==> config.mk <==
export PLATFORM = sky130hd
export DESIGN_NAME = mem_error_monitor
export DESIGN_NICKNAME = d
export VERILOG_FILES = /design/src/rtl/ext_mem_pkg.sv /design/src/rtl/mem_error_monitor.sv
export SDC_FILE = /design/constraint.sdc
export NUM_CORES = 1
export LEC_CHECK = 0
export ABC_AREA = 1
export BUFFER_PORTS_ARGS = -buffer_cell sky130_fd_sc_hd__buf_2
export CAP_MARGIN = 20
export CORE_AREA = 2 2 39 41
export CTS_BUF_LIST = sky130_fd_sc_hd__clkbuf_4 sky130_fd_sc_hd__clkbuf_8 sky130_fd_sc_hd__clkbuf_16
export DETAILED_ROUTE_END_ITERATION = 10
export DIE_AREA = 0 0 41 43
export PLACE_DENSITY = 0.49
export REMOVE_ABC_BUFFERS = 1
export SYNTH_ARGS = -nofsm -noshare
export SYNTH_HDL_FRONTEND = slang
export SYNTH_SLANG_ARGS = --single-unit
==> constraint.sdc <==
create_clock -name clk -period 2.1 [get_ports clk]
set_clock_uncertainty 0.15 [all_clocks]
set_input_delay 0.21 -clock clk [delete_from_list [all_inputs] [get_ports clk]]
set_output_delay 0.21 -clock clk [all_outputs]
set_load 0.03 [all_outputs]
==> src/rtl/ext_mem_pkg.sv <==
// Shared sizes, queue counter types, request and response structs, error codes
package ext_mem_pkg;

  // --------------------
  // Sizes
  // --------------------
  localparam int data_width = 32;
  localparam int tag_width = 2;
  localparam int ld_count = 2;
  localparam int st_count = 2;
  localparam int mem_depth = 256;
  localparam int addr_width = 8;
  localparam int lsq_depth = 4;
  localparam int deadlock_timeout = 32;

  // Derived widths for the store queues and the deadlock timer
  localparam int lsq_ptr_width = $clog2(lsq_depth);
  localparam int lsq_cnt_width = $clog2(lsq_depth + 1);
  localparam int dl_cnt_width = $clog2(deadlock_timeout + 1);

  // --------------------
  // Basic types
  // --------------------
  typedef logic [addr_width-1:0] mem_addr_t;
  typedef logic [data_width-1:0] mem_data_t;
  typedef logic [tag_width-1:0] mem_tag_t;

  typedef logic [lsq_ptr_width-1:0] lsq_ptr_t;
  typedef logic [lsq_cnt_width-1:0] lsq_cnt_t;
  typedef logic [dl_cnt_width-1:0] dl_cnt_t;

  // Load request and store address
  typedef struct packed {
    mem_tag_t  tag;
    mem_addr_t addr;
  } tag_req_t;

  // Store data and load response
  typedef struct packed {
    mem_tag_t  tag;
    mem_data_t data;
  } tag_data_t;

  // Runtime error codes
  typedef enum logic [15:0] {
    err_none           = 16'h0000,
    err_tag_oob        = 16'h0101,
    err_store_deadlock = 16'h0102
  } mem_err_e;

endpackage

==> src/rtl/mem_error_monitor.sv <==
// Error priority encoder and sticky first-error latch
`timescale 1ns/1ps

module mem_error_monitor import ext_mem_pkg::*; (
  input  logic                 clk,
  input  logic                 rst_n,
  input  logic                 ld_tag_oob,
  input  logic                 st_tag_oob,
  input  logic [st_count-1:0]  deadlock_hit,
  output logic                 error_valid,
  output mem_err_e             error_code
);

  mem_err_e err_next;

  // Tag range errors outrank a store deadlock
  always_comb begin
    if (ld_tag_oob || st_tag_oob) begin
      err_next = err_tag_oob;
    end else if (|deadlock_hit) begin
      err_next = err_store_deadlock;
    end else begin
      err_next = err_none;
    end
  end

  // --------------------
  // Sticky latch
  // --------------------
  always_ff @(posedge clk or negedge rst_n) begin
    if (!rst_n) begin
      error_valid <= 1'b0;
      error_code <= err_none;
    end else if (!error_valid && err_next != err_none) begin
      // Only the first error is kept
      error_valid <= 1'b1;
      error_code <= err_next;
    end
  end

endmodule

### Word level (Yosys, flattened, before mapping)

Cells that the tools add are included.

* word-level logic and storage cells: 9
* flip-flop bits (word level): 17
* bits of input ports: 6

* reductions and logical operators: 5
* multiplexer cells: 2

Operators by type and width (number)
* 2-to-1 mux 16 bit: 1
* nonzero test 16 bit: 1
* 2-to-1 mux 9 bit: 1
* OR reduction 2 bit: 1
* logical AND 1 bit: 1
* logical NOT 1 bit: 1
* logical OR 1 bit: 1

### Depth between registers and ports, before layout

* word-level depth: 5
* depth in mapped cells: 4

### Least setup slack after synthesis

Ideal clock, no wire load.

* path type: register -> register
* start point: reg error_valid
* end point: reg error_code[0]
* path buffers: 0
* period minus slack after synthesis: 1.048 ns
* stages on the path, launching flop included: 5
* setup time: 0.118 ns
* arrival time: 0.781 ns
* setup slack: 1.052 ns
* path through: dfrtp_1 -> inv_1 -> o21ai_2 -> nand2_1 -> nand2_1

* word-level cells in the longest chain between the ends: 2

RTL lines
* start: declaration: line mem_error_monitor.sv:10 `output logic error_valid,`
* start signal: assignment: line mem_error_monitor.sv:32 `error_valid <= 1'b0;`
* start signal: assignment: line mem_error_monitor.sv:36 `error_valid <= 1'b1;`
* logical NOT 1 bit: line mem_error_monitor.sv:34 `end else if (!error_valid && err_next != err_none) begin`
* logical AND 1 bit: line mem_error_monitor.sv:34
* end signal: assignment: line mem_error_monitor.sv:33 `error_code <= err_none;`
* end signal: assignment: line mem_error_monitor.sv:37 `error_code <= err_next;`
* end: declaration: line mem_error_monitor.sv:11 `output mem_err_e error_code`

No other way between the ends.
A chain may end at the register's enable or synchronous reset.

### Worst setup path after layout

* start point: reg error_valid
* end point: out error_valid

No word-level cell between the ends.

==> flow_summary.json <==
{
  "insertion_delay_ps": 230,
  "stdcell_area_um2": 313,
  "multi_input_area_um2": 100,
  "cts_max_path_buffers": 2,
  "ys.warnings.count": 0,
  "areaGrowthSynthToFinish_pct": 16.8,
  "num_io_pins": 23,
  "synth_top_family_by_area": "buffers and inverters",
  "wl_um": 408,
  "path_clk_slew_ps": 40,
  "layout_min_cycle_time_ps": 1150,
  "grt_start_max_net_pins": 5,
  "hold_viol_final": 0,
  "crit_path_end_kind": "primary output",
  "cts_setup_buffers": 0,
  "synthMuxAreaShare": 0,
  "crit_type": "flip-flop to primary output",
  "via_count": 189,
  "overflow": 0,
  "ir_drop_uv": 158,
  "final_util": 0.226,
  "cts-hold-fix-buffers": 1,
  "slowest_delay_ps": 380,
  "syn_area_per_cell_um2": 8.11,
  "fin_nets": 53,
  "fillCellCount": 164,
  "ys_async_sr_fraction": 1.00,
  "synthSimpleGateAreaFrac": 0.126,
  "synth_compound_gate_area_share": 0.0654,
  "place.gp.congestion": 0.537,
  "synth.top_cell.area_share": 0.374,
  "setup_violations": 0,
  "place_area_um2": 280,
  "cts.repair.resized": 0,
  "clkSinkCount": 4,
  "drc_errors": 0,
  "critPathTopFamily": "flip-flops",
  "crit_buf_inv": 1,
  "synth.top_cells.by_area": "dfrtp_1 37%, buf_4 36%, nand2_1 8.4%",
  "dr.first_iter.drc_count": 0,
  "drive_gt1_frac": 0.311,
  "antenna_found_initial": 0,
  "grt_pass1_wl_um": 565,
  "start_kind": "flip-flop",
  "max-cap-violations": 0,
  "ys_ff_latch": 4,
  "cts_buffers": 3,
  "cts_tree": "yes",
  "dieArea_mm2": 0.00176,
  "yosys.area.top_type": "dfrtp_1",
  "yosys.area_share.adder": 0,
  "grtUsageTotal": 0.0554,
  "hpwl_um": 339,
  "critPathMaxFanout": 3,
  "start_util": 0.193,
  "synth_xor_area_frac": 0,
  "cp_cell_sequence": "buf_2",
  "synth_common_cells": "13 x buf_4, 6 x nand2_1, 4 x dfrtp_1, 4 x inv_1, 3 x nor2_1",
  "core_mm2": 0.00138,
  "synth_cells": 33,
  "std_cell_rows": 14,
  "ff_latch_area_um2": 100,
  "port_buffers": 9,
  "antenna_cells": 0,
  "via_per_inst": 3.10,
  "crit_required_ps": 1740,
  "synth_area_um2": 268,
  "whs_ps": 129,
  "grt_setup_unrepaired": "no",
  "status": "finished clean",
  "ant_nets": 0,
  "die_x_um": 41,
  "grt_pass1_vias": 144,
  "finalCritPeriodShare": 0.550,
  "p_total_w": 0.000224,
  "drv_slew": 0,
  "cts-root-buf": "clkbuf_4",
  "hold_class": "input port to flip-flop",
  "first_pass_iters": 1,
  "synth-edff-count": 0,
  "p_leak_nw": 0.175,
  "cpMaxStageDelayCell": "dfrtp_1",
  "fp.dieH_um": 43,
  "synth.distinct_cells": 8,
  "fmax_ghz": 0.866,
  "tns_ps": 0,
  "htreeDepth": 1,
  "wire_per_inst_um": 6.69,
  "power.density_mw_per_mm2": 716,
  "ys_seq_area_frac": 0.374,
  "ys.flop_type": "dfrtp_1",
  "synth.most_common_cell": "buf_4",
  "cp.arrival_ps": 790
}
[flip-flops by register name, summed over array words and instances, names as in the netlist]
signal       flops
error_code       3
error_valid      1
[kinds of logic (layout without fill, tap and decap cells)]
family / Yosys count / in the layout
buf+inv: 17 / 17
other cells: 1 / 13
flops: 4 / 4
simple gates: 9 / 9
compound gates: 2 / 2
[placed cells by master, fill, tap and decap left out]
cell type / synthesis / routed
a21oi_2: 1 / 1
nor2_1: 3 / 3
conb_1: 1 / 13
dlygate4sd3_1: 0 / 1
nand2_1: 6 / 6
o21ai_2: 1 / 1
clkbuf_4: 0 / 3
dfrtp_1: 4 / 4
buf_2: 0 / 9
inv_1: 4 / 4
[metal layers]
layer  track usage  routed length [um]
met4        0.0800                   6
met1        0.0586                 158
met2        0.0594                 184
met5             0                   0
met3        0.0314                  59
[final cells by class]
class                      instances  area share
timing repair buffer              10       0.176
inverter                           4      0.0480
clock buffer                       3      0.0720
sequential                         4       0.320
tap                               16      0.0640
multi-input combinational         24       0.320
[metrics by stage]
step	setup slack [ps]	cells
finish	945	61
floorplan	1050	32
global route	915	61
detailed placement	1170	57
CTS	933	61
global placement	1190	57
[path summary, 6_finish.rpt]
path	start	to	slack, ps	cells past startpoint
worst max-delay path	error_valid	error_valid	950	1
worst min-delay path	deadlock_hit[0]	error_code[0]	130	4
worst max register to register	error_valid	error_code[0]	1150	4
worst min register to register	error_code[0]	error_code[0]	320	2
max in group asynchronous	rst_n	error_code[0]	1530	2
min in group asynchronous	rst_n	error_code[8]	160	2
[power breakdown]
part / internal (W) / total (W) / switching (W)
registers: 0.0000795 / 0.0000804 / 0.000000913
clock network: 0.0000639 / 0.0000955 / 0.0000315
logic: 0.00000757 / 0.0000480 / 0.0000404
total: 0.000151 / 0.000224 / 0.0000729
Power figures use the tool's default switching activity.
