<file path="src/rtl/ext_mem_pkg.sv">
// Shared sizes, queue counter types, request and response structs, error codes
package ext_mem_pkg;

  // --------------------
  // Sizes
  // --------------------
  localparam int data_width = 32;
  localparam int tag_width = 2;
  localparam int ld_count = 2;
  localparam int st_count = 2;
  localparam int mem_depth = 256;
  localparam int addr_width = 8;
  localparam int lsq_depth = 4;
  localparam int deadlock_timeout = 32;

  // Derived widths for the store queues and the deadlock timer
  localparam int lsq_ptr_width = $clog2(lsq_depth);
  localparam int lsq_cnt_width = $clog2(lsq_depth + 1);
  localparam int dl_cnt_width = $clog2(deadlock_timeout + 1);

  // --------------------
  // Basic types
  // --------------------
  typedef logic [addr_width-1:0] mem_addr_t;
  typedef logic [data_width-1:0] mem_data_t;
  typedef logic [tag_width-1:0] mem_tag_t;

  typedef logic [lsq_ptr_width-1:0] lsq_ptr_t;
  typedef logic [lsq_cnt_width-1:0] lsq_cnt_t;
  typedef logic [dl_cnt_width-1:0] dl_cnt_t;

  // Load request and store address
  typedef struct packed {
    mem_tag_t  tag;
    mem_addr_t addr;
  } tag_req_t;

  // Store data and load response
  typedef struct packed {
    mem_tag_t  tag;
    mem_data_t data;
  } tag_data_t;

  // Runtime error codes
  typedef enum logic [15:0] {
    err_none           = 16'h0000,
    err_tag_oob        = 16'h0101,
    err_store_deadlock = 16'h0102
  } mem_err_e;

endpackage

</file>
<file path="src/rtl/load_ports.sv">
// Load data path with tagged responses, load-done tag select and tag range check
`timescale 1ns/1ps

module load_ports import ext_mem_pkg::*; (
  input  logic [ld_count-1:0]       ld_req_valid,
  input  tag_req_t [ld_count-1:0]   ld_req,
  output logic [ld_count-1:0]       ld_req_ready,
  output logic [ld_count-1:0]       ld_resp_valid,
  output tag_data_t [ld_count-1:0]  ld_resp,
  input  logic [ld_count-1:0]       ld_resp_ready,
  output logic                      ld_done_valid,
  output mem_tag_t                  ld_done_tag,
  input  logic                      ld_done_ready,
  output mem_addr_t [ld_count-1:0]  rd_addr,
  input  mem_data_t [ld_count-1:0]  rd_data,
  output logic                      ld_tag_oob
);

  // --------------------
  // Per-port data path
  // --------------------
  for (genvar i = 0; i < ld_count; i++) begin : g_port
    assign rd_addr[i] = ld_req[i].addr;
    assign ld_resp_valid[i] = ld_req_valid[i];
    assign ld_resp[i].tag = ld_req[i].tag;
    assign ld_resp[i].data = rd_data[i];
    // A load needs both its response and the shared done port
    assign ld_req_ready[i] = ld_resp_ready[i] && ld_done_ready;
  end

  assign ld_done_valid = |ld_req_valid;

  // --------------------
  // Done tag and range check
  // --------------------
  always_comb begin
    ld_done_tag = '0;
    ld_tag_oob = 1'b0;
    // Ascending scan, so the highest valid port wins
    for (int i = 0; i < ld_count; i++) begin
      if (ld_req_valid[i]) begin
        ld_done_tag = ld_req[i].tag;
        if (int'(ld_req[i].tag) >= ld_count) begin
          ld_tag_oob = 1'b1;
        end
      end
    end
  end

endmodule

</file>
<file path="config.mk">
export PLATFORM = sky130hd
export DESIGN_NAME = load_ports
export DESIGN_NICKNAME = d
export VERILOG_FILES = /design/src/rtl/ext_mem_pkg.sv /design/src/rtl/load_ports.sv
export SDC_FILE = /design/constraint.sdc
export NUM_CORES = 1
export LEC_CHECK = 0
export BUFFER_PORTS_ARGS = -buffer_cell sky130_fd_sc_hd__buf_2
export CAP_MARGIN = 40
export CORE_AREA = 2 2 70 72
export DETAILED_ROUTE_END_ITERATION = 6
export DIE_AREA = 0 0 72 74
export PLACE_DENSITY_LB_ADDON = 0.3
export SLEW_MARGIN = 20
export SYNTH_ARGS = -nofsm -noshare
export SYNTH_HDL_FRONTEND = slang
export SYNTH_SLANG_ARGS = --single-unit
export TNS_END_PERCENT = 100
</file>
<file path="constraint.sdc">
create_clock -name vclk -period 0.85
set_input_delay 0.17 -clock vclk [all_inputs]
set_output_delay 0.17 -clock vclk [all_outputs]
set_load 0.03 [all_outputs]
</file>
# Yosys cells after proc, flatten, opt, wreduce, memory -nomap -nowiden
# Index checks and enable logic that the tools add are counted.
# totals
register_bits,0
inputBits,89
output_inout_bits,92
wordCells,11
# classes
order_cmp,2
mux,6
reduce_logical,3
# ops
operator,count
"2-bit greater-or-equal comparator, second input constant",2
1-bit two-way mux,4
2-bit two-way mux,2
1-bit logical AND,2
2-bit OR reduction,1

# Depth between registers and ports, before layout
# Gate-level depths: netlist of run 1.
# depth
depth_word,5
mapped_depth,2
depth_no_buf,2

# Worst setup path after synthesis of run 1
# OpenSTA, ideal clock, no wires.
# synth_timing
path_type,input -> output
start,input ld_req[9] (netlist bit)
end,output ld_done_tag[1]
arrival_time_ns,0.675
t_required_ns,0.680
path_slack_ns,0.005
stages,2
n_path_buf,0
cell_sequence,nand2_1 o21ai_1
# synth_between
elab_chain_cells,2
# synth_rtl
item,line,source
from (decl),load_ports.sv:6,"input tag_req_t [ld_count-1:0] ld_req,"
2-bit two-way mux (2 in a row),load_ports.sv:41,if (ld_req_valid[i]) begin
to (decl),load_ports.sv:12,"output mem_tag_t ld_done_tag,"
# No other way between the ends.

# Final worst setup path of run 1
# layout_timing
start,input ld_req_valid[1]
end,output ld_done_valid
# layout_between
elab_chain_cells,1
# layout_rtl
item,line,source
from (decl),load_ports.sv:5,"input logic [ld_count-1:0] ld_req_valid,"
2-bit OR reduction,load_ports.sv:31,assign ld_done_valid = |ld_req_valid;
to (decl),load_ports.sv:11,"output logic ld_done_valid,"
# No other way between the ends.

==> flow_summary.toml, run 1 <==
[status]
status = "complete, no violations"

[cells_and_area]
seq_cell_count = 0
antenna_cells = 0
num-fill-cells = 534
fin_util_pct = 5.116
syn_to_final_growth_pct = -66.06
drive_gt1_share_pct = 68.75
clkbuf_count = 0
final_nets = 123
seq_area_um2 = 0

[worst_setup_path]
cp.arrival_ns = 0.67
cp-end-kind = "output pin"
cp_max_fo = 6
start_kind = "input port"
critPathKind = "in -> out"
critPathRequiredTime_ns = 0.68

[place]
io_buffers = 21
gp_congestion = 0.4727
dpl.hpwl_um = 835.8

[pwr]
powerDensity_mw_per_mm2 = 644.5
ir_worst_vdd_mv = 0.05653
power_leakage_nw = 0.1152
finalPower_uw = 151.6

[floorplan]
dieArea_mm2 = 0.005328
rows = 25
die_w_um = 72
die_h_um = 74
coreArea_mm2 = 0.004598
ioPinCount = 181
start_util_pct = 15.07

[routing]
highest_layer = "met4"
first_pass_iters = 2
wl_met1_um = 104
via_per_inst = 3.105
drc = 0
met3WireLength_um = 330
drtIter0Drc = 2
met2_length_um = 340
postRouteAntennaNets = 0
wl_per_cell_um = 11.80
routed_wl_mm = 1.015
vias = 267

[sta]
setup_viol = 0
hold_viol = 0
period_minus_slack_ns = 0.8371
period_share_pct = 98.49
worst-slew-pin-transition_ns = 0.1593
max_freq_mhz = 1195
slew_viol_final = 0
relSlewSlack_pct = 89.45

[yosys]
ys_seq_area_share_pct = 0
synthTopCellsByArea = "buf_4 93%, nand2_1 2.7%, and2_1 1.8%, o21ai_1 1.4%, or2_1 0.90%"
synth_cells = 96
synth_area_leader_cell = "buf_4"
syn_nets = 185
yosysWarnings = 0
syn_area_per_cell_um2 = 7.220
synth_commonest_cells = "86 x buf_4, 5 x nand2_1, 2 x and2_1, 2 x o21ai_1, 1 x or2_1"
yosysMostFrequentCell = "buf_4"
syn_area_um2 = 693.2
synth_top_area_share_pct = 93.14
yosysUniqueCellTypes = 5

[grt]
track_usage_pct = 2.891
grt_start_max_net_pins = 7
grt_pass1_wl_mm = 1.207
grt_pass1_vias = 263
antenna_found_initial = 0
grt.overflow.total = 0

[worst_hold_path]
hold_class = "in -> out"
worstHoldStart = "rd_data[58]"
hold_end = "ld_resp[60]"
hold_path_depth = 0

[clocking]
cts_setup_buffers = 0
cts_hold_buf = 0
cts_resized = 0

[job]
drv_cap = 0
[critical path, cell delays in order]
cell   delay (ns)
buf_2        0.13
or2_1        0.20
buf_4        0.16
[metal layers]
| metal | vias up | global-route usage [%] |
|---|---|---|
| met5 | - | 0 |
| met4 | 0 | 7.757 |
| met3 | 36 | 3.794 |
| met2 | 65 | 3.601 |
| met1 | 90 | 0.1622 |
| li1 | 76 | - |
[placed cells by master, fill, tap and decap left out]
| cell type | count |
|---|---|
| buf_2 | 18 |
| nand2_1 | 5 |
| buf_4 | 4 |
| and2_1 | 2 |
| o21ai_1 | 2 |
| or2_1 | 1 |
[metrics by stage]
step / cell area [µm²] / hold WS, ns / setup WS, ns / instances / setup TNS [ns]
floorplan: 693.2 / 0.4717 / 0.005293 / 96 / 0
global placement: 227.7 / 0.3402 / 0.008907 / 86 / 0
detailed placement: 227.7 / 0.3402 / 0.007878 / 86 / 0
CTS: 227.7 / 0.3402 / 0.007980 / 86 / 0
global route: 235.2 / 0.3400 / -0.0001303 / 86 / -0.0001303
finish: 235.2 / 0.3400 / 0.01287 / 86 / 0
[logic make-up (layout without fill, tap and decap cells)]
logic type | after synthesis | in the layout | synth area share [%]
buffers and inverters | 86 | 22 | 93.14
and+or+nand+nor | 8 | 8 | 5.416
AOI/OAI and AO/OA | 2 | 2 | 1.444
[where the power goes]
| group | switching (mW) | internal (mW) | total [mW] | leakage, nW |
|---|---|---|---|---|
| registers | 0 | 0 | 0 | 0 |
| clock network | 0 | 0 | 0 | 0 |
| logic | 0.0988 | 0.0528 | 0.152 | 0.115 |
| total | 0.0988 | 0.0528 | 0.152 | 0.115 |
[worst max path at each step]
stage                          startpoint              to  slack (ns)  cells after the start
after floorplan                 ld_req[9]  ld_done_tag[1]       0.005                      2
after global placement    ld_req_valid[0]   ld_done_valid       0.009                      3
after detailed placement  ld_req_valid[1]   ld_done_valid       0.008                      3
after CTS                 ld_req_valid[1]   ld_done_valid       0.008                      3
after global routing      ld_req_valid[1]   ld_done_valid     -0.0001                      3
final                     ld_req_valid[1]   ld_done_valid        0.01                      3
[area by class of cell]
cell class / instances / area (µm²) / share of cell area [%]
Multi-Input combinational cell: 10 / 47.55 / 20.21
Tap cell: 54 / 67.56 / 28.72
Timing Repair Buffer: 22 / 120.1 / 51.06
(Power assumes the default switching activity.)
==> inputs of run 2 (changes only) <==
--- a/config.mk
+++ b/config.mk
@@ -5,14 +5,14 @@
 export SDC_FILE = /design/constraint.sdc
 export NUM_CORES = 1
 export LEC_CHECK = 0
-export BUFFER_PORTS_ARGS = -buffer_cell sky130_fd_sc_hd__buf_2
 export CAP_MARGIN = 40
 export CORE_AREA = 2 2 70 72
 export DETAILED_ROUTE_END_ITERATION = 6
 export DIE_AREA = 0 0 72 74
+export DONT_BUFFER_PORTS = 1
 export PLACE_DENSITY_LB_ADDON = 0.3
 export SLEW_MARGIN = 20
 export SYNTH_ARGS = -nofsm -noshare
 export SYNTH_HDL_FRONTEND = slang
 export SYNTH_SLANG_ARGS = --single-unit
-export TNS_END_PERCENT = 100
+export TNS_END_PERCENT = 1
==> flow_summary.toml, run 2 (synthesis gave the netlist of run 1 again) <==
[worst_setup_path]
cp-end-kind = "output pin"
cp_max_fo = 2
critPathTopFamily = "buffers and inverters"
slowest_stage = "buf_4"
start_kind = "input port"
critPathMaxStageDelay_ns = 0.17
cp.arrival_ns = 0.51
path_cells = "nand2_1, o21ai_1, buf_4"
cp_num_buf_inv = 1
critPathRequiredTime_ns = 0.68
critPathKind = "in -> out"

[pwr]
pwr-share-comb_pct = 100.0
power.switching_uw = 49.01
power_leakage_nw = 0.03322
power_frac_clock_pct = 0
ir_worst_vdd_mv = 0.06517
switching_share_pct = 74.04
p_seq_share_pct = 0
intPower_uw = 17.18
powerDensity_mw_per_mm2 = 508.7
finalPower_uw = 66.19

[cells_and_area]
num-fill-cells = 533
fin_util_pct = 2.830
mostFrequentLayoutCell = "nand2_1"
antenna_cells = 0
final_nets = 103
final_cell_mix = "5 x nand2_1, 2 x and2_1, 2 x o21ai_1, 2 x buf_4, 1 x or2_1"
seq_cell_count = 0
drive_gt1_share_pct = 16.67
fin_cells = 66
seq_area_um2 = 0
multi_input_area_um2 = 47.55
clkbuf_count = 0
syn_to_final_growth_pct = -81.23
fin_area_um2 = 130.1

[routing]
via_per_inst = 2.909
first_pass_iters = 2
postRouteAntennaNets = 0
drtIter0Drc = 2
routed_wl_um = 986
wl_per_cell_um = 14.94
vias = 192
drc = 0

[sta]
rsz0062_at_grt = "no"
final.setup.tns_ns = 0
period_minus_slack_ns = 0.6755
relSlewSlack_pct = 79.07
max_freq_mhz = 1480
hold_viol = 0
setup_viol = 0
period_share_pct = 79.46
slew_viol_final = 0
worst-slew-pin-transition_ns = 0.3162

[grt]
grt_pass1_wl_mm = 1.186
grt_start_max_net_pins = 7
grt.overflow.total = 0
antenna_found_initial = 0
track_usage_pct = 2.920
grt_pass1_vias = 230

[place]
gp_congestion = 0.4645
io_buffers = 0
placedInstanceArea_um2 = 130.1
placedCellCount = 66

[clocking]
cts_resized = 0
cts_setup_buffers = 0
cts_hold_buf = 0

[floorplan]
rows = 25
ioPinCount = 181
start_util_pct = 15.07
die_w_um = 72
dieArea_mm2 = 0.005328
die_h_um = 74
coreArea_mm2 = 0.004598

[worst_hold_path]
hold_class = "in -> out"

[job]
drv_cap = 0

[status]
status = "complete, no violations"
[run 2: cell count changes in the layout (fill, tap and decap cells not counted)]
cell and delta:
buf_2 -18, buf_4 -2
[run 2: power groups by stage]
| stage | Combinational [mW] | Clock (mW) | Sequential, mW |
|---|---|---|---|
| 2_1_floorplan | 0.811 | 0 | 0 |
| 3_5_place_dp | 0.0670 | 0 | 0 |
| 5_1_grt | 0.0708 | 0 | 0 |
| 4_1_cts | 0.0671 | 0 | 0 |
| 3_3_place_gp | 0.0666 | 0 | 0 |
| 6_report | 0.0662 | 0 | 0 |
[run 2: metal layers]
layer  wire, µm  track usage [%]  up-vias
li1           -                -       37
met1         94           0.2433       59
met2        351            3.704       62
met3        311            3.794       34
met4        228            7.547        0
met5          0                0        -
[run 2: final timing paths]
| path | depth (start not counted) | from | to |
|---|---|---|---|
| setup / recovery | 3 | ld_req[9] | ld_done_tag[1] |
| hold / removal | 0 | rd_data[31] | ld_resp[31] |
[run 2: cell type report]
type / instances / share of cell area [%]
Tap cell: 54 / 51.92
Timing Repair Buffer: 2 / 11.54
Multi-Input combinational cell: 10 / 36.54
[run 2: per-stage QoR]
| stage | hold slack, ns | worst slack, ns |
|---|---|---|
| 4_1_cts | 0.3402 | 0.1658 |
| 2_1_floorplan | 0.4717 | 0.005293 |
| 3_5_place_dp | 0.3402 | 0.1730 |
| 6_report | 0.3400 | 0.1745 |
| 5_1_grt | 0.3400 | 0.1228 |
| 3_3_place_gp | 0.3402 | 0.1780 |
