--- src/rtl/ext_mem_pkg.sv ---
// Shared sizes, queue counter types, request and response structs, error codes
package ext_mem_pkg;

  // --------------------
  // Sizes
  // --------------------
  localparam int data_width = 32;
  localparam int tag_width = 2;
  localparam int ld_count = 2;
  localparam int st_count = 2;
  localparam int mem_depth = 256;
  localparam int addr_width = 8;
  localparam int lsq_depth = 4;
  localparam int deadlock_timeout = 32;

  // Derived widths for the store queues and the deadlock timer
  localparam int lsq_ptr_width = $clog2(lsq_depth);
  localparam int lsq_cnt_width = $clog2(lsq_depth + 1);
  localparam int dl_cnt_width = $clog2(deadlock_timeout + 1);

  // --------------------
  // Basic types
  // --------------------
  typedef logic [addr_width-1:0] mem_addr_t;
  typedef logic [data_width-1:0] mem_data_t;
  typedef logic [tag_width-1:0] mem_tag_t;

  typedef logic [lsq_ptr_width-1:0] lsq_ptr_t;
  typedef logic [lsq_cnt_width-1:0] lsq_cnt_t;
  typedef logic [dl_cnt_width-1:0] dl_cnt_t;

  // Load request and store address
  typedef struct packed {
    mem_tag_t  tag;
    mem_addr_t addr;
  } tag_req_t;

  // Store data and load response
  typedef struct packed {
    mem_tag_t  tag;
    mem_data_t data;
  } tag_data_t;

  // Runtime error codes
  typedef enum logic [15:0] {
    err_none           = 16'h0000,
    err_tag_oob        = 16'h0101,
    err_store_deadlock = 16'h0102
  } mem_err_e;

endpackage

--- src/rtl/store_commit.sv ---
// Lowest-tag pairing arbiter driving the memory write and the store-done port
`timescale 1ns/1ps

module store_commit import ext_mem_pkg::*; (
  input  logic [st_count-1:0]       can_pair,
  input  mem_addr_t [st_count-1:0]  head_addr,
  input  mem_data_t [st_count-1:0]  head_data,
  output logic [st_count-1:0]       pop,
  output logic                      st_done_valid,
  output mem_tag_t                  st_done_tag,
  input  logic                      st_done_ready,
  output logic                      wr_en,
  output mem_addr_t                 wr_addr,
  output mem_data_t                 wr_data
);

  int   win;
  logic fire;

  // --------------------
  // Arbiter
  // --------------------
  // Descending scan leaves the lowest ready tag as the winner
  always_comb begin
    win = 0;
    for (int t = st_count - 1; t >= 0; t--) begin
      if (can_pair[t]) begin
        win = t;
      end
    end
  end

  assign st_done_valid = |can_pair;
  assign st_done_tag = mem_tag_t'(win);
  assign fire = st_done_valid && st_done_ready;

  // --------------------
  // Pop and write
  // --------------------
  always_comb begin
    pop = '0;
    if (fire) begin
      pop[win] = 1'b1;
    end
  end

  assign wr_en = fire;
  assign wr_addr = head_addr[win];
  assign wr_data = head_data[win];

endmodule

--- config.mk ---
export PLATFORM = sky130hd
export DESIGN_NAME = store_commit
export DESIGN_NICKNAME = d
export VERILOG_FILES = /design/src/rtl/ext_mem_pkg.sv /design/src/rtl/store_commit.sv
export SDC_FILE = /design/constraint.sdc
export NUM_CORES = 1
export LEC_CHECK = 0
export ABC_CLOCK_PERIOD_IN_PS = 1000
export BUFFER_PORTS_ARGS = -buffer_cell sky130_fd_sc_hd__buf_4
export CAP_MARGIN = 20
export CORE_MARGIN = 5
export CORE_UTILIZATION = 29
export DETAILED_ROUTE_END_ITERATION = 10
export PLACE_DENSITY = 0.94
export SYNTH_ARGS = -nofsm -noshare
export SYNTH_HDL_FRONTEND = slang
export SYNTH_SLANG_ARGS = --single-unit
--- constraint.sdc ---
create_clock -name vclk -period 1
set_input_delay 0.15 -clock vclk [all_inputs]
set_output_delay 0.15 -clock vclk [all_outputs]
set_load 0.01 [all_outputs]
# Yosys cells after proc, flatten, opt, wreduce, memory -nomap -nowiden

Index checks and enable logic that the tools add are counted.

Bits in registers: 0
Output and inout bits: 46
Logic and storage cells: 16

Magnitude comparators: 2
Multiplexer cells: 11
Reductions and logical operators: 3

Operator list:

| operator                                                                             | number |
|---|---|
| 32-bit two-way mux                                                                   | 3 |
| 32-bit by 1-bit greater-or-equal comparator with 1-bit output, second input constant | 1 |
| 32-bit by 3-bit < comparator with 1-bit output, second input constant                | 1 |
| 8-bit two-way mux                                                                    | 3 |
| 1-bit two-way mux                                                                    | 3 |
| 1-bit logical AND                                                                    | 2 |
| 2-bit two-way mux                                                                    | 1 |
| 2-bit OR reduction                                                                   | 1 |
| 1-bit demux with 1-bit select                                                        | 1 |

# Depth between registers and ports, before layout

Gate-level depths: netlist of the first run.

Word-level depth: 7
Gate-level depth with buffers: 5
Depth with buffers taken out: 3

# Worst setup path after synthesis of the first run

OpenSTA, ideal clock, no wires.

Path type: input to output
Start: in can_pair[0]
End: out wr_addr[0]
Arrival: 853 ps
Data required time: 850 ps
Path slack: -3 ps
Cell stages on the path: 4
Buffers on the path: 2
Cell sequence: nand2b_4 -> buf_6 -> buf_12 -> mux2_4

Word-level cells in the longest chain between the ends: 4

RTL lines:

| item                                                 | line               | text |
|---|---|---|
| start: declaration                                   | store_commit.sv:5  | `input logic [st_count-1:0] can_pair,` |
| 1-bit two-way mux                                    | store_commit.sv:27 | `if (can_pair[t]) begin` |
| 8-bit two-way mux (implied by the code) (3 in a row) | store_commit.sv:48 | `assign wr_addr = head_addr[win];` |
| end: declaration                                     | store_commit.sv:13 | `output mem_addr_t wr_addr,` |

No other way between the ends. The select of a mux whose other input is x is not followed.

# Worst setup path in the final report of the first run

Start: in can_pair[0]
End: out wr_data[10]

Word-level cells in the longest chain between the ends: 4

RTL lines:

| item                                                  | line               | text |
|---|---|---|
| 1-bit two-way mux                                     | store_commit.sv:27 |  |
| 32-bit two-way mux (implied by the code) (3 in a row) | store_commit.sv:49 | `assign wr_data = head_data[win];` |
| end: declaration                                      | store_commit.sv:14 | `output mem_data_t wr_data` |

No other way between the ends. The select of a mux whose other input is x is not followed.

==> results of run 1 <==
==> synthesized netlist by cell type (all sizes together) <==
cell type,n,area (µm²)
and2,3,20.0
buf,6,98.9
nand2b,1,13.8
inv,1,3.75
mux2,40,597
or2,1,6.26
conb,1,3.75
==> per-stage QoR <==
stage / TNS, ns / instances
after global routing: -7.57 / 209
final: -6.56 / 209
after global placement: -7.61 / 208
after floorplan: -0.0922 / 53
after detailed placement: -8.21 / 208
after CTS: -6.57 / 209
==> what timing repair did <==
action	4_1_cts	5_1_grt
setup buffers	1	0
resized for setup	43	2
endpoints found under the setup margin	41	42
pin swaps	0	1
==> final cells by class <==
class	instances	share of cell area (%)
Timing Repair Buffer	132	63.2
Multi-Input combinational cell	46	34.6
Tap cell	30	2.01
Inverter	1	0.201
==> layer usage <==
| layer | vias up | wire (µm) | GRT usage, % |
|---|---|---|---|
| met1 | 410 | 1010 | 16.6 |
| met4 | 0 | 76 | 3.72 |
| met2 | 66 | 2090 | 38.2 |
| li1 | 442 | - | - |
| met5 | - | 0 | 0 |
| met3 | 6 | 313 | 2.34 |
==> worst min-delay path: stages <==
cell,delay [ns]
buf_6,0.07
or2_2,0.10
buf_4,0.11
==> cell families (layout without fill, tap and decap cells) <==
| group | count (synthesis) | after routing | share of synthesized area, % |
|---|---|---|---|
| multiplexers | 40 | 40 | 80.3 |
| buffers and inverters | 7 | 133 | 13.8 |
| AND/OR/NAND/NOR | 5 | 5 | 5.39 |
| other | 1 | 1 | 0.505 |
==> power by group through the flow <==
stage | Clock (mW) | Sequential [mW] | Combinational (mW)
floorplan | 0 | 0 | 0.388
global placement | 0 | 0 | 0.828
detailed placement | 0 | 0 | 0.851
CTS | 0 | 0 | 0.958
global route | 0 | 0 | 1.01
finish | 0 | 0 | 0.957
==> worst max-delay path by stage <==
stage           startpoint     endpoint  slack, ns
6_report       can_pair[0]  wr_data[10]      -0.18
5_1_grt        can_pair[0]  wr_data[10]      -0.20
4_1_cts        can_pair[0]  wr_data[31]      -0.18
3_5_place_dp   can_pair[0]  wr_data[31]      -0.22
3_3_place_gp   can_pair[0]  wr_data[10]      -0.20
2_1_floorplan  can_pair[0]   wr_addr[0]     -0.003
==> metrics.md, run 1 <==
| Metric | Value |
|---|---|
| Leak | `1.09 nW` |
| Net count after synthesis | `136` |
| DP Area | `1690 µm²` |
| Final #Nets | `264` |
| Multi-input logic area | `644 µm²` |
| Violated checks | `setup timing` |
| Io pins | `129` |
| Largest net degree at the start of global routing | `21` |
| Hold EP | `st_done_valid` |
| Max incr delay on CP | `0.32 ns` |
| DR vias/cell | `4.42` |
| Clock power share | `0%` |
| Worst path buffer plus inverter count | `3` |
| Vias in the first global route | `1012` |
| Most common cell after layout, fill and taps aside | `buf_4` |
| Die ar. | `3680 µm²` |
| Cell Rows | `18` |
| PortBufs | `128` |
| First-pass GRT wire length | `4910 µm` |
| 1st-iter DRT viols | `19` |
| Comb pwr share | `100.0%` |
| Final hold violations | `0` |
| Vias | `924` |
| Synthesized area | `743 µm²` |
| CP Launch Type | `input port` |
| Crit-path leading delay family | `buffers and inverters` |
| Post-Route Utilization | `75.9%` |
| Pwr Density | `514 nW/µm²` |
| Layout cells sized above 1 | `98.3%` |
| Final Total Pwr | `957 µW` |
| Min-delay src | `can_pair[0]` |
| Mean post-synth cell area | `14.0 µm²` |
| Overflow after GRT | `0` |
| Status | `complete, but fails checks` |
| Slew Limit Fails | `0` |
| Clkbuf count | `0` |
| Post-Route WL | `3490 µm` |
| Fin area | `1860 µm²` |
| Core area | `2450 µm²` |
| Seq_cells | `0` |
| Peak supply drop | `0.000344 V` |
| Yosys warnings | `0` |
| Number of diodes | `0` |
| Crit-path cells | `buf_6, nand2b_4, buf_12, mux2_4, buf_6` |
| Int Pwr | `660 µW` |
| WHS Path Cells | `3` |
| Initial antenna violation count | `0` |
| Starting Density | `30.3%` |
| Finish-stage setup viols | `40` |
| Max-cap violation count | `0` |
| Setup crit end kind | `output port` |
| Worst-path fanout max | `19` |
| CP required | `0.85 ns` |
| CP dominant cell by count | `buf_6` |
| Yosys cell types | `11` |
| Period utilization | `118%` |
| Hold Crit Class | `in -> out` |
| Pre-CTS WS | `-0.221 ns` |
| Drt drc | `0` |
| Switch share | `31.1%` |
| Placed wire-length estimate | `3030 µm` |
| Critical path depth in cells | `5` |
| CP Class | `in -> out` |
| Achievable Freq | `847 MHz` |
| DRT Pass-1 Iters | `4` |
| Area Growth Syn to Fin | `151%` |
| Reg area | `0 µm²` |
| Slowest CP cell | `mux2_4` |
| Fillers | `156` |
| Psw | `297 µW` |
| Die span in y | `60.6 µm` |
| Gr usage total | `17.5%` |
| Hold slack final | `0.584 ns` |
| Sequential Power Share | `0%` |
| Worst path arrival time | `1.03 ns` |
| Cell count after synthesis | `53` |
| Wire per inst | `16.7 µm` |
| RSZ-0062 raised after global routing | `true` |
| Hold buffers post-CTS | `0` |
| Fin worst setup slack | `-0.181 ns` |
| Die Width | `60.6 µm` |
| Tmin final | `1.18 ns` |
| Most frequent cells in the layout | `87 x buf_4, 43 x buf_6, 40 x mux2_4` |
| Register area share after synthesis | `0%` |
| Gp weighted congestion | `0.788` |
| Antenna Nets Post-Route | `0` |
No activity file was read; power rests on OpenSTA's default activity.
==> run 2: changes to the inputs <==
--- a/config.mk
+++ b/config.mk
@@ -5,7 +5,7 @@
 export SDC_FILE = /design/constraint.sdc
 export NUM_CORES = 1
 export LEC_CHECK = 0
-export ABC_CLOCK_PERIOD_IN_PS = 1000
+export ABC_CLOCK_PERIOD_IN_PS = 1200
 export BUFFER_PORTS_ARGS = -buffer_cell sky130_fd_sc_hd__buf_4
 export CAP_MARGIN = 20
 export CORE_MARGIN = 5
==> constraint.sdc (replaced) <==
create_clock -name vclk -period 1.2
set_input_delay 0.18 -clock vclk [all_inputs]
set_output_delay 0.18 -clock vclk [all_outputs]
set_load 0.01 [all_outputs]
==> metrics.md, run 2 (same netlist as run 1, synthesis figures left out) <==
| Metric | Value |
|---|---|
| Status | `complete, but fails checks` |
| Violated checks | `setup timing` |
| Vias in the first global route | `1067 (+5.4%)` |
| CP required | `1.02 ns (+0.17 ns)` |
| Layout cells sized above 1 | `97.7% (-0.58 points)` |
| Number of diodes | `0 (unchanged)` |
| DRT Pass-1 Iters | `4 (unchanged)` |
| DP Area | `1680 µm² (-0.44%)` |
| Highest metal used | `met4` |
| Achievable Freq | `807 MHz` |
| Overflow after GRT | `0 (unchanged)` |
| Fin area | `1840 µm² (-1.4%)` |
| Leak | `1.07 nW (-1.4%)` |
| Wire per inst | `17.5 µm (+4.8%)` |
| CP Launch Type | `input port` |
| Cell Rows | `18 (unchanged)` |
| Antenna Nets Post-Route | `0 (unchanged)` |
| Met1 WL | `981 µm (-2.4%)` |
| Final #Nets | `262 (-0.76%)` |
| Non-filler cells, final | `207 (-0.96%)` |
| PortBufs | `128 (unchanged)` |
| Setup tns final | `-1.16 ns (+5.40 ns)` |
| Die ar. | `3680 µm² (unchanged)` |
| Post-CTS setup repair buffer count | `0 (-1)` |
| Gp weighted congestion | `0.789 (+0.14%)` |
| CP Class | `in -> out` |
| Hold buffers post-CTS | `0 (unchanged)` |
| Fin worst setup slack | `-0.0388 ns (+0.142 ns)` |
| Reg area | `0 µm² (unchanged)` |
| Fillers | `175 (+12%)` |
| Drt drc | `0 (unchanged)` |
| WL met3 | `359 µm (+15%)` |
| Die span in y | `60.6 µm (unchanged)` |
| Tmin final | `1.24 ns` |
| Most common cell after layout, fill and taps aside | `buf_4` |
| Pre-CTS WS | `-0.0798 ns (+0.141 ns)` |
| Worst-path fanout max | `19 (unchanged)` |
| Max-cap violation count | `0 (unchanged)` |
| Pwr Density | `430 nW/µm² (-16%)` |
| Hold slack final | `0.642 ns (+0.0582 ns)` |
| Worst path arrival time | `1.06 ns (+0.03 ns)` |
| First-pass GRT wire length | `5050 µm (+3.0%)` |
| DR vias/cell | `4.41 (-0.35%)` |
| Finish-stage setup viols | `39 (-2.5%)` |
| Clkbuf count | `0 (unchanged)` |
| Met2 WL | `2210 µm (+5.3%)` |
| Placed cells | `207 (-0.48%)` |
| Hold EP | `st_done_valid` |
| 1st-iter DRT viols | `11 (-8)` |
| Die Width | `60.6 µm (unchanged)` |
| Vias | `912 (-1.3%)` |
| Period utilization | `103%` |
| Most frequent cells in the layout | `87 x buf_4, 41 x buf_6, 39 x mux2_4` |
| Seq_cells | `0 (unchanged)` |
| Initial antenna violation count | `0 (unchanged)` |
| Multi-input logic area | `641 µm² (-0.58%)` |
| CTS-repair resized insts | `41 (-4.7%)` |
| Core area | `2450 µm² (unchanged)` |
| Hold Crit Class | `in -> out` |
| Min-delay src | `can_pair[0]` |
| Largest net degree at the start of global routing | `21 (unchanged)` |
| Setup crit end kind | `output port` |
| Final hold violations | `0 (unchanged)` |
| Slew Limit Fails | `0 (unchanged)` |
| Starting Density | `30.3% (unchanged)` |
| WHS Path Cells | `3 (unchanged)` |
| Peak supply drop | `0.000268 V (-22%)` |
| Area Growth Syn to Fin | `147%` |
| Io pins | `129 (unchanged)` |
| RSZ-0062 raised after global routing | `true` |
| Gr usage total | `18.4% (+0.91 points)` |
| Post-Route WL | `3620 µm (+3.8%)` |
run 2: worst max path at each step:
stage	to	from	slack (ns)	depth (start not counted)
after global routing	wr_addr[5]	can_pair[0]	-0.06	5
after global placement	wr_data[10]	can_pair[0]	-0.06	5
after floorplan	wr_addr[0]	can_pair[0]	0.14	4
final	wr_data[22]	can_pair[0]	-0.04	5
after detailed placement	wr_data[16]	can_pair[0]	-0.08	5
after CTS	wr_data[16]	can_pair[0]	-0.04	5
run 2: worst max-delay path, cell delays in order:
cell	delay (ns)
buf_6	0.09
nand2b_4	0.16
buf_12	0.18
mux2_4	0.31
buf_6	0.13
run 2: where the power goes:
group          leakage [nW]  internal [mW]  total (mW)  switching [mW]
clock                     0              0           0               0
combinational          1.07          0.542       0.790           0.248
sequential                0              0           0               0
total                  1.07          0.542       0.790           0.248
run 2: area by class of cell:
type	instances	share of cell area, %
repair buffers	130	62.9
multi-input cells	46	34.9
well taps	30	2.04
inverters	1	0.204
run 2: metal layers:
| layer | vias to the layer above | GRT usage (%) |
|---|---|---|
| met1 | 404 | 15.2 |
| met5 | - | 0 |
| met4 | 0 | 3.72 |
| met3 | 6 | 3.40 |
| met2 | 64 | 42.3 |
| li1 | 438 | - |
run 2: stage by stage:
stage               power, mW  util, %
finish                  0.790     74.8
global route            0.832     74.8
CTS                     0.788     74.8
detailed placement      0.706     68.6
global placement        0.688     68.6
floorplan               0.323        -
