**src/rtl/ext_mem_pkg.sv**
```systemverilog
// Shared sizes, queue counter types, request and response structs, error codes
package ext_mem_pkg;

  // --------------------
  // Sizes
  // --------------------
  localparam int data_width = 32;
  localparam int tag_width = 2;
  localparam int ld_count = 2;
  localparam int st_count = 2;
  localparam int mem_depth = 256;
  localparam int addr_width = 8;
  localparam int lsq_depth = 4;
  localparam int deadlock_timeout = 32;

  // Derived widths for the store queues and the deadlock timer
  localparam int lsq_ptr_width = $clog2(lsq_depth);
  localparam int lsq_cnt_width = $clog2(lsq_depth + 1);
  localparam int dl_cnt_width = $clog2(deadlock_timeout + 1);

  // --------------------
  // Basic types
  // --------------------
  typedef logic [addr_width-1:0] mem_addr_t;
  typedef logic [data_width-1:0] mem_data_t;
  typedef logic [tag_width-1:0] mem_tag_t;

  typedef logic [lsq_ptr_width-1:0] lsq_ptr_t;
  typedef logic [lsq_cnt_width-1:0] lsq_cnt_t;
  typedef logic [dl_cnt_width-1:0] dl_cnt_t;

  // Load request and store address
  typedef struct packed {
    mem_tag_t  tag;
    mem_addr_t addr;
  } tag_req_t;

  // Store data and load response
  typedef struct packed {
    mem_tag_t  tag;
    mem_data_t data;
  } tag_data_t;

  // Runtime error codes
  typedef enum logic [15:0] {
    err_none           = 16'h0000,
    err_tag_oob        = 16'h0101,
    err_store_deadlock = 16'h0102
  } mem_err_e;

endpackage

```
**src/rtl/store_tag_router.sv**
```systemverilog
// Store address and data steering into per-tag queues, ready and store tag check
`timescale 1ns/1ps

module store_tag_router import ext_mem_pkg::*; (
  input  logic [st_count-1:0]       st_addr_valid,
  input  tag_req_t [st_count-1:0]   st_addr,
  output logic [st_count-1:0]       st_addr_ready,
  input  logic [st_count-1:0]       st_data_valid,
  input  tag_data_t [st_count-1:0]  st_data,
  output logic [st_count-1:0]       st_data_ready,
  input  logic [st_count-1:0]       addr_full,
  input  logic [st_count-1:0]       data_full,
  output logic [st_count-1:0]       addr_enq,
  output mem_addr_t [st_count-1:0]  addr_enq_val,
  output logic [st_count-1:0]       data_enq,
  output mem_data_t [st_count-1:0]  data_enq_val,
  output logic                      st_tag_oob
);

  // Out-of-range tags fall back to queue 0
  function automatic int target_tag(mem_tag_t tag);
    if (int'(tag) >= st_count) begin
      return 0;
    end
    return int'(tag);
  endfunction

  // --------------------
  // Routing
  // --------------------
  always_comb begin
    int a_tag;
    int d_tag;
    addr_enq = '0;
    addr_enq_val = '0;
    data_enq = '0;
    data_enq_val = '0;
    st_tag_oob = 1'b0;
    for (int p = 0; p < st_count; p++) begin
      a_tag = target_tag(st_addr[p].tag);
      d_tag = target_tag(st_data[p].tag);

      // Address side
      st_addr_ready[p] = !addr_full[a_tag];
      if (st_addr_valid[p] && st_addr_ready[p]) begin
        addr_enq[a_tag] = 1'b1;
        addr_enq_val[a_tag] = st_addr[p].addr;
      end

      // Data side
      st_data_ready[p] = !data_full[d_tag];
      if (st_data_valid[p] && st_data_ready[p]) begin
        data_enq[d_tag] = 1'b1;
        data_enq_val[d_tag] = st_data[p].data;
      end

      // Range check uses the raw tag, before the clamp
      if (st_addr_valid[p] && int'(st_addr[p].tag) >= st_count) begin
        st_tag_oob = 1'b1;
      end
      if (st_data_valid[p] && int'(st_data[p].tag) >= st_count) begin
        st_tag_oob = 1'b1;
      end
    end
  end

endmodule

```
**config.mk**
```make
export PLATFORM = sky130hd
export DESIGN_NAME = store_tag_router
export DESIGN_NICKNAME = d
export VERILOG_FILES = /design/src/rtl/ext_mem_pkg.sv /design/src/rtl/store_tag_router.sv
export SDC_FILE = /design/constraint.sdc
export NUM_CORES = 1
export LEC_CHECK = 0
export ABC_AREA = 0
export BUFFER_PORTS_ARGS = -buffer_cell sky130_fd_sc_hd__buf_4
export CELL_PAD_IN_SITES_DETAIL_PLACEMENT = 1
export CELL_PAD_IN_SITES_GLOBAL_PLACEMENT = 2
export CORE_ASPECT_RATIO = 2
export CORE_MARGIN = 2
export CORE_UTILIZATION = 10
export DETAILED_ROUTE_END_ITERATION = 6
export PLACE_DENSITY = 0.77
export SYNTH_ARGS = -nofsm -noshare
export SYNTH_HDL_FRONTEND = slang
export SYNTH_SLANG_ARGS = --single-unit
```
**constraint.sdc**
```tcl
create_clock -name vclk -period 1.6
set_input_delay 0.4 -clock vclk [all_inputs]
set_output_delay 0.4 -clock vclk [all_outputs]
set_load 0.1 [all_outputs]
```
## Word level (Yosys, flattened, before mapping)

Cells that the tools add are included.

| word-level totals | value |
|---|---|
| bits in registers | 0 |

| operators by class | value |
|---|---|
| order comparisons | 12 |
| mux-type cells | 50 |
| bitwise logic cells | 4 |
| reduce and logical (&&, ||, !) cells | 16 |

Operators with widths:

| operator | number |
|---|---|
| $mux W64 | 2 |
| $ge A32 B1 Y1 const B | 3 |
| $lt A32 B3 Y1 const B | 3 |
| $and A64 B64 Y64 | 1 |
| $bwmux W64 | 1 |
| $demux W32 S1 | 2 |
| $mux W32 | 2 |
| $mux W16 | 2 |
| $mux W1 | 24 |
| $and A16 B16 Y16 | 1 |
| $bwmux W16 | 1 |
| $demux W8 S1 | 2 |
| $mux W2 | 8 |
| $mux W8 | 2 |
| $logic_and A1 B1 Y1 | 12 |
| $ge A2 B2 Y1 const B | 4 |
| $demux W1 S1 | 4 |
| $logic_not A1 Y1 | 4 |
| $or A2 B2 Y2 | 2 |
| $ge A2 B1 Y1 const B | 1 |
| $lt A2 B2 Y1 const B | 1 |

## Longest topological paths before layout

Gate-level depths: netlist of the first run.

| logic depth | value |
|---|---|
| word-level depth | 11 |
| mapped depth | 5 |
| gate-level depth less buffers | 3 |

## Least setup slack after synthesis of the first run

OpenSTA, ideal clock, no wires.

| timing path | value |
|---|---|
| path type | input to output |
| start point | in st_data[32] in the netlist's numbering |
| end point | out st_data_ready[0] |
| arrival time | 2,337 ps |
| setup slack | -1,137 ps |
| stages on the path | 2 |
| cells stage by stage | nor2b_1 -> mux2i_1 |

| between the ends | value |
|---|---|
| word-level cells in the longest chain between the ends | 7 |

RTL lines:

| element | RTL line | source |
|---|---|---|
| start: declaration | store_tag_router.sv:9 | `input tag_data_t [st_count-1:0] st_data,` |
| $ge A2 B2 Y1 | store_tag_router.sv:22 | `if (int'(tag) >= st_count) begin` |
| $mux W1 | store_tag_router.sv:22 |  |
| $mux W2 * | store_tag_router.sv:25 | `return int'(tag);` |
| $mux W1 (implied by the code) * (3 in a row) | store_tag_router.sv:51 | `st_data_ready[p] = !data_full[d_tag];` |
| $logic_not A1 Y1 * | store_tag_router.sv:51 |  |
| end: declaration | store_tag_router.sv:10 | `output logic [st_count-1:0] st_data_ready,` |

Mark *: on every way between the ends. The rest lies on a longest branch, timed or not. The select of a mux whose other input is x is not followed.

==> results_dict.tcl, run 1 <==
set metrics [dict create \
    yosys_warnings 0 \
    period_needed_ns 2.03 \
    hold_violations 0 \
    slew_headroom_pct 78.0 \
    gp_congestion 0.798 \
    hold_path.class "input port to primary output" \
    status "finished with violations" \
    placedCellCount 468 \
    nets 448 \
    fin_area_um2 5350 \
    slew_viol_final 0 \
    fillCellCount 1028 \
    multiInputGateArea_um2 1850 \
    endpoint_kind "primary output" \
    layout.cells.non_filler 487 \
    track_usage_pct 17.5 \
    synth_top_area_share_pct 66.7 \
    syn_nets 221 \
    die_height_um 149 \
    max-vdd-ir-drop_mv 0.231 \
    cp-endpoint "data_enq_val[7]" \
    p_clk_share_pct 0 \
    worst_pin_slew_ns 0.331 \
    drc 0 \
    routed_wl_mm 10.6 \
    synth.most_common_cell "a22o_1" \
    p_sw_uw 1250 \
    powerDensity_nw_per_um2 408 \
    antenna_found_initial 0 \
    cap_viol_max_count 0 \
    io_pins 185 \
    dieArea_um2 11400 \
    required_ns 1.20 \
    violations "negative setup slack" \
    wl_per_cell_um 21.8 \
    vias 2248 \
    grt_max_degree 20 \
    ff_latch_area_um2 0 \
    diodes 0 \
    rsz0062_at_grt "yes" \
    startpoint "st_data[67]" \
    synth_commonest_cells "a22o_1 (80), buf_2 (7), clkbuf_1 (5), mux2i_1 (4), nor2b_1 (4)" \
    port_buffers 185 \
    area_growth_pct 409 \
    p_leak_uw 0.00249 \
    hpwlAfterDp_mm 6.92 \
    chipWidth_um 76.5 \
    comb_power_share_pct 100.0 \
    fmax_mhz 492 \
    final_layout_size_suffix_gt1_share_pct 98.3 \
    avgSynthCellArea_um2 8.41 \
    grt_first_pass_wirelength_mm 15.9 \
    synth.yosys.seq_area_share_pct 0 \
    drt-vias-per-instance 4.62 \
    postRouteAntennaNets 0 \
    worstSetupStartpointType "input port" \
    first_pass_iters 4 \
    hold_buffers 0 \
    fp-row-count 53 \
    drt_iter0_markers 40 \
    timing.final.ws_setup_ns -0.431 \
    synth.distinct_cells 20 \
    grt_pass1_vias 2628 \
    synth_area_leaders "a22o_1 (67%), a2111oi_4 (5.2%), mux2i_1 (3.8%)" \
    yosysTopAreaCell "a22o_1" \
    intPower_uw 936 \
    setup_viol 88 \
    path_class "input port to primary output" \
    seq_cell_count 0 \
    crit_fanout 8 \
    placed_cell_area_um2 3760 \
    globalRouteOverflowTotal 0 \
    worstHoldStart "st_data[21]" \
    synth_area_um2 1050 \
    fin_crit_sh_pct 127 \
    cp.arrival_ns 1.63 \
    syn_inst 125 \
    initial_core_util_pct 10.2 \
    power_frac_seq_pct 0 \
    num-clock-buffers 0 \
    core_um2 10300 \
    swShare_pct 57.1 \
]
## stage by stage
stage                     total power, uW  setup TNS (ns)  utilization [%]  worst slack, ns  hold WS [ns]
after CTS                            2150          -30.84             51.1           -0.442          1.18
after global placement               1700          -38.98             36.3           -0.534          1.26
after global routing                 2240          -32.78             51.7           -0.467          1.18
final                                2180          -29.70             51.7           -0.431          1.18
after detailed placement             1720          -39.71             36.3           -0.536          1.26
after floorplan                      1180          -20.56                -           -0.359         0.988
## power groups by stage
stage	clock network (uW)	logic (uW)	registers, uW
3_3_place_gp	0	1700	0
5_1_grt	0	2240	0
2_1_floorplan	0	1180	0
4_1_cts	0	2150	0
6_report	0	2180	0
3_5_place_dp	0	1720	0
## kinds of logic (layout without fill, tap and decap cells)
group                  after synthesis  after routing  share of synthesized area (%)
AOI/OAI and AO/OA                   84             84                           73.3
and+or+nand+nor                     21             21                           15.6
buffers and inverters               16            241                           7.26
muxes                                4              4                           3.81
## layout make-up
cell class	instances	share of cell area, %
repair buffers	239	62.0
multi-input cells	109	34.6
well taps	137	3.20
inverters	2	0.140
## placed cells by master, fill, tap and decap left out
| cell | synthesis | routed |
|---|---|---|
| buf_16 | 0 | 5 |
| buf_6 | 0 | 23 |
| nor2b_4 | 0 | 4 |
| nor3b_4 | 0 | 2 |
| nand4bb_4 | 0 | 1 |
| and4bb_4 | 0 | 1 |
| a22oi_1 | 2 | 2 |
| or2_4 | 0 | 2 |
| nor3_2 | 0 | 1 |
| nor2_4 | 0 | 2 |
| buf_4 | 2 | 103 |
| buf_8 | 0 | 5 |
| nor4bb_4 | 0 | 1 |
| a2111oi_4 | 2 | 2 |
| inv_1 | 2 | 2 |
| clkbuf_16 | 0 | 2 |
| nand4bb_2 | 0 | 1 |
| a22o_4 | 0 | 80 |
| nand2b_4 | 1 | 4 |
| buf_12 | 0 | 101 |
| mux2i_4 | 0 | 4 |
| nor3_1 | 2 | 1 |
| nand2_1 | 1 | 1 |
## timing repair
action / CTS / global route
gates resized for setup: 304 / 13
pin swaps: 16 / 18
buffers inserted: 11 / 6
endpoints found under the hold margin: 0 / 0
endpoints found under the setup margin: 88 / 89
cloned: 7 / 2
## per-layer routing
layer | vias to the layer above | track usage (%) | wire length (um)
met4 | 0 | 0.636 | 91
met3 | 6 | 4.84 | 937
met5 | - | 0 | 0
met2 | 158 | 34.7 | 6060
li1 | 1011 | - | -
met1 | 1073 | 19.1 | 3520
## worst max-delay path, stage by stage
cell and delay (ns):
buf_6 0.10, nand2b_4 0.14, a2111oi_4 0.35, buf_6 0.20, buf_12 0.13, a22o_4 0.13
buf_12 0.17
## worst min-delay path by stage
stage,slack (ns),cells past startpoint,to
detailed placement,1.26,3,data_enq_val[21]
global route,1.18,3,data_enq_val[21]
CTS,1.18,3,data_enq_val[53]
floorplan,0.99,1,st_addr_ready[0]
global placement,1.26,3,data_enq_val[21]
finish,1.18,3,data_enq_val[21]
(Power assumes the default switching activity.)
==> run 2: changes to the inputs <==
- BUFFER_PORTS_ARGS: -buffer_cell sky130_fd_sc_hd__buf_4 -> -buffer_cell sky130_fd_sc_hd__buf_2
==> run 2 against run 1 <==
  * The flow still finishes with violations (negative setup slack)
  * Design area is 6.7% lower
  * Global-route usage down 1.9 points
  * Sequential cell count is the same
  * Die area stayed put
  * Cell count down 1.2%
  * Non-clock buffer count shrank 6
  * Largest power group unchanged
==> results_dict.tcl, run 2 (synthesis results as in run 1) <==
set metrics [dict create \
    hold_violations 0 \
    comb_power_share_pct 100.0 \
    critPathMaxStageDelay_ns 0.34 \
    p_sw_uw 1220 \
    nets 442 \
    gp_congestion 0.739 \
    powerDensity_nw_per_um2 414 \
    cap_viol_max_count 0 \
    die_height_um 149 \
    hold_path.class "input port to primary output" \
    rsz0062_at_grt "yes" \
    track_usage_pct 15.6 \
    period_needed_ns 2.03 \
    critPathBufInv 3 \
    diodes 0 \
    grt_max_degree 33 \
    slew_viol_final 0 \
    max-vdd-ir-drop_mv 0.216 \
    timing.final.ws_setup_ns -0.425 \
    core_um2 10300 \
    path_class "input port to primary output" \
    holdPathStages 3 \
    drc 0 \
    postRouteAntennaNets 0 \
    fmax_mhz 494 \
    cp_cell_sequence "buf_8, nand2b_4, a2111oi_4, buf_12, a22o_4, buf_12" \
    io_pins 185 \
    intPower_uw 847 \
    drt_iter0_markers 23 \
    violations "negative setup slack" \
    globalRouteOverflowTotal 0 \
    required_ns 1.20 \
    status "finished with violations" \
    antenna_found_initial 0 \
    dieArea_um2 11400 \
    worst_pin_slew_ns 0.339 \
    grt_first_pass_wirelength_mm 14.5 \
    grt_pass1_vias 2632 \
    routed_wl_mm 9.14 \
    p_leak_uw 0.00236 \
    vias 2181 \
    cpMaxStageDelayCell "a2111oi_4" \
    area_growth_pct 375 \
    hpwlAfterDp_mm 6.98 \
    cp.arrival_ns 1.63 \
    setup_viol 89 \
    mostFrequentLayoutCell "buf_12" \
    final_cell_mix "buf_12 (101), buf_2 (84), a22o_4 (80)" \
    p_total_uw 2070 \
    ff_latch_area_um2 0 \
    final_util_pct 48.2 \
    slew_headroom_pct 77.4 \
    final_layout_size_suffix_gt1_share_pct 98.0 \
    port_buffers 185 \
    p_clk_share_pct 0 \
    initial_core_util_pct 10.2 \
    cp_top_family "buffers and inverters" \
    seq_cell_count 0 \
    chipWidth_um 76.5 \
    worstSetupStartpointType "input port" \
    swShare_pct 59.0 \
    drt-vias-per-instance 4.53 \
    worst_path_most_repeated_cell "buf_12" \
    first_pass_iters 4 \
    hold_buffers 0 \
    crit_fanout 32 \
    power_frac_seq_pct 0 \
    num-clock-buffers 0 \
    cp.depth 6 \
    fp-row-count 53 \
    wl_per_cell_um 19.0 \
    endpoint_kind "primary output" \
    fin_crit_sh_pct 127 \
]
==> run 2: layout make-up <==
| class | instances | area, um2 |
|---|---|---|
| fillers | 1048 | 5360 |
| inverters | 2 | 7.51 |
| well taps | 137 | 171 |
| repair buffers | 233 | 2960 |
| multi-input cells | 109 | 1850 |
==> run 2: repair_timing <==
item                                   CTS  global route
resized for setup                       57            14
buffers inserted                        15             4
cloned                                   5             1
endpoints found under the hold margin    0             0
pin swaps                               21            14
setup endpoints to repair               88            88
==> run 2: per-stage QoR <==
stage                     instance area [um2]  setup WS, ns  std cells  hold slack, ns  setup TNS, ns
after floorplan                          1980        -0.359        125           0.988         -20.56
after global routing                     4990        -0.463        481            1.20         -32.99
final                                    4990        -0.425        481            1.19         -29.60
after global placement                   4590        -0.467        468            1.19         -33.97
after detailed placement                 4590        -0.501        468            1.19         -35.67
after CTS                                5060        -0.443        486            1.20         -32.75
==> run 2: path summary, 6_finish.rpt <==
kind               startpoint               end  slack [ns]
hold / removal     st_data[6]  data_enq_val[38]        1.19
setup / recovery  st_data[67]  data_enq_val[28]       -0.43
==> run 2: tightest hold or removal path, stage by stage <==
cell and delay (ns):
buf_2 0.11, a22o_4 0.12, buf_12 0.16
==> run 2: power by group through the flow <==
stage / Sequential [uW] / Combinational [uW] / Clock [uW]
global route: 0 / 2130 / 0
CTS: 0 / 2090 / 0
floorplan: 0 / 1180 / 0
detailed placement: 0 / 1990 / 0
global placement: 0 / 1970 / 0
finish: 0 / 2070 / 0
==> run 2: per-layer routing <==
layer,part of all wire [%],global-route usage [%],up-vias
met2,54,29.4,152
met5,0,0,-
li1,-,-,1003
met1,35,17.8,1026
met4,0,0.455,0
met3,10,5.45,0
==> run 3: changes to the inputs <==
- CELL_PAD_IN_SITES_DETAIL_PLACEMENT: 1 -> 0
- CELL_PAD_IN_SITES_GLOBAL_PLACEMENT: 2 -> 1
- CORE_UTILIZATION: 10 -> 15
- GPL_ROUTABILITY_DRIVEN: default -> 0
- MAX_ROUTING_LAYER: default -> met4
- PLACE_DENSITY: 0.77 -> 0.81
==> run 3 against run 2 <==
  * The flow still finishes with violations (negative setup slack)
  * Sequential share of layout area stayed put
  * Maximum frequency is 1.1% higher
  * Global-route usage is 4.3 points higher
  * Combinational power hardly changed
  * Total power is 0.25% lower
  * Core utilization is 23 points higher
  * First-iteration DRC count is 70% higher
  * Highest routed layer is now met4
  * Wire length is 8.1% lower
  * Sequential cell count stayed put
  * Via count is 0.46% lower
  * Critical endpoint is now data_enq_val[13]
  * Count of clock-buffer cells in the layout stayed put
==> results_dict.tcl, run 3 (synthesis results as in run 1) <==
set metrics [dict create \
    chipWidth_um 63.2 \
    slew_viol_final 0 \
    startpoint "st_data[67]" \
    vias 2171 \
    drc 0 \
    die_height_um 122 \
    slew_headroom_pct 77.6 \
    globalRouteOverflowTotal 0 \
    holdPathStages 3 \
    endpoint_kind "primary output" \
    final_util_pct 71.5 \
    comb_power_share_pct 100.0 \
    io_pins 185 \
    nets 437 \
    rsz0062_at_grt "yes" \
    setup_viol 88 \
    mostFrequentLayoutCell "buf_12" \
    dieArea_um2 7730 \
    fp-row-count 43 \
    core_um2 6890 \
    fmax_mhz 499 \
    p_clk_share_pct 0 \
    track_usage_pct 20.0 \
    path_class "input port to primary output" \
    worst_pin_slew_ns 0.335 \
    fin_crit_sh_pct 125 \
    seq_cell_count 0 \
    area_growth_pct 368 \
    grt_max_degree 21 \
    hold_buffers 0 \
    pre_cts_ws_ns -0.557 \
    port_buffers 185 \
    drt_iter0_markers 39 \
    intPower_uw 848 \
    routed_wl_mm 8.40 \
    violations "negative setup slack" \
    ff_latch_area_um2 0 \
    swShare_pct 58.9 \
    wl_per_cell_um 19.6 \
    worstHoldStart "data_full[1]" \
    placed_cell_area_um2 4550 \
    fin_area_um2 4920 \
    grt_pass1_vias 2402 \
    antenna_found_initial 0 \
    cp.arrival_ns 1.60 \
    timing.final.ws_setup_ns -0.403 \
    period_needed_ns 2.00 \
    p_leak_uw 0.00235 \
    p_sw_uw 1210 \
    drt-vias-per-instance 5.06 \
    grt_first_pass_wirelength_mm 12.1 \
    final_layout_size_suffix_gt1_share_pct 97.9 \
    first_pass_iters 4 \
    power_frac_seq_pct 0 \
    diodes 0 \
    powerDensity_nw_per_um2 419 \
    required_ns 1.20 \
    status "finished with violations" \
    num-clock-buffers 0 \
    postRouteAntennaNets 0 \
    worstSetupStartpointType "input port" \
    hpwlAfterDp_mm 6.80 \
    initial_core_util_pct 15.3 \
    final_cell_mix "buf_12 (99), buf_2 (82), a22o_4 (80)" \
    crit_fanout 8 \
    max-vdd-ir-drop_mv 0.259 \
    hold_violations 0 \
    hold_path.class "input port to primary output" \
    cap_viol_max_count 0 \
]
==> run 3: changes by cell type in the layout (fill, tap and decap cells not counted), sizes merged <==
cell and delta:
buf -9, clkbuf +4
==> run 3: stage by stage <==
stage / TNS, ns / hold slack, ns / total power, uW / cells
floorplan: -20.56 / 0.988 / 1180 / 125
global placement: -34.12 / 1.18 / 1960 / 418
detailed placement: -36.22 / 1.19 / 1990 / 418
CTS: -32.88 / 1.19 / 2030 / 421
global route: -31.94 / 1.14 / 2120 / 429
finish: -28.40 / 1.14 / 2060 / 429
==> run 3: timing repair <==
item                       4_1_cts  5_1_grt
gates resized for setup         41       13
cloned                           1        6
setup endpoints to repair       89       88
buffers inserted                 3        3
pin swaps                        7       11
==> run 3: cell type report <==
type	instances	area, um2
tap	90	113
fill	479	1970
multi-input combinational	109	1850
timing repair buffer	228	2950
inverter	2	7.51
==> run 3: metal layers <==
metal	GRT usage [%]	part of all wire (%)	vias up
met5	-	0	-
met4	2.45	1.4	0
met3	3.12	6.9	8
met2	43.1	63	134
met1	18.0	29	1044
li1	-	-	985
==> run 3: worst paths after layout <==
| path | to | slack (ns) |
|---|---|---|
| min | st_data_ready[0] | 1.14 |
| max | data_enq_val[13] | -0.40 |
==> run 3: worst max-delay path, cell delays in order <==
cell and delay [ns]:
buf_6 0.09, nand2b_4 0.14, a2111oi_4 0.31, buf_6 0.20, clkbuf_16 0.17, a22o_4 0.12, buf_12 0.16
==> run 3: power by group through the flow <==
stage | Sequential, uW | Combinational, uW | Clock, uW
2_1_floorplan | 0 | 1180 | 0
3_3_place_gp | 0 | 1960 | 0
3_5_place_dp | 0 | 1990 | 0
4_1_cts | 0 | 2030 | 0
5_1_grt | 0 | 2120 | 0
6_report | 0 | 2060 | 0
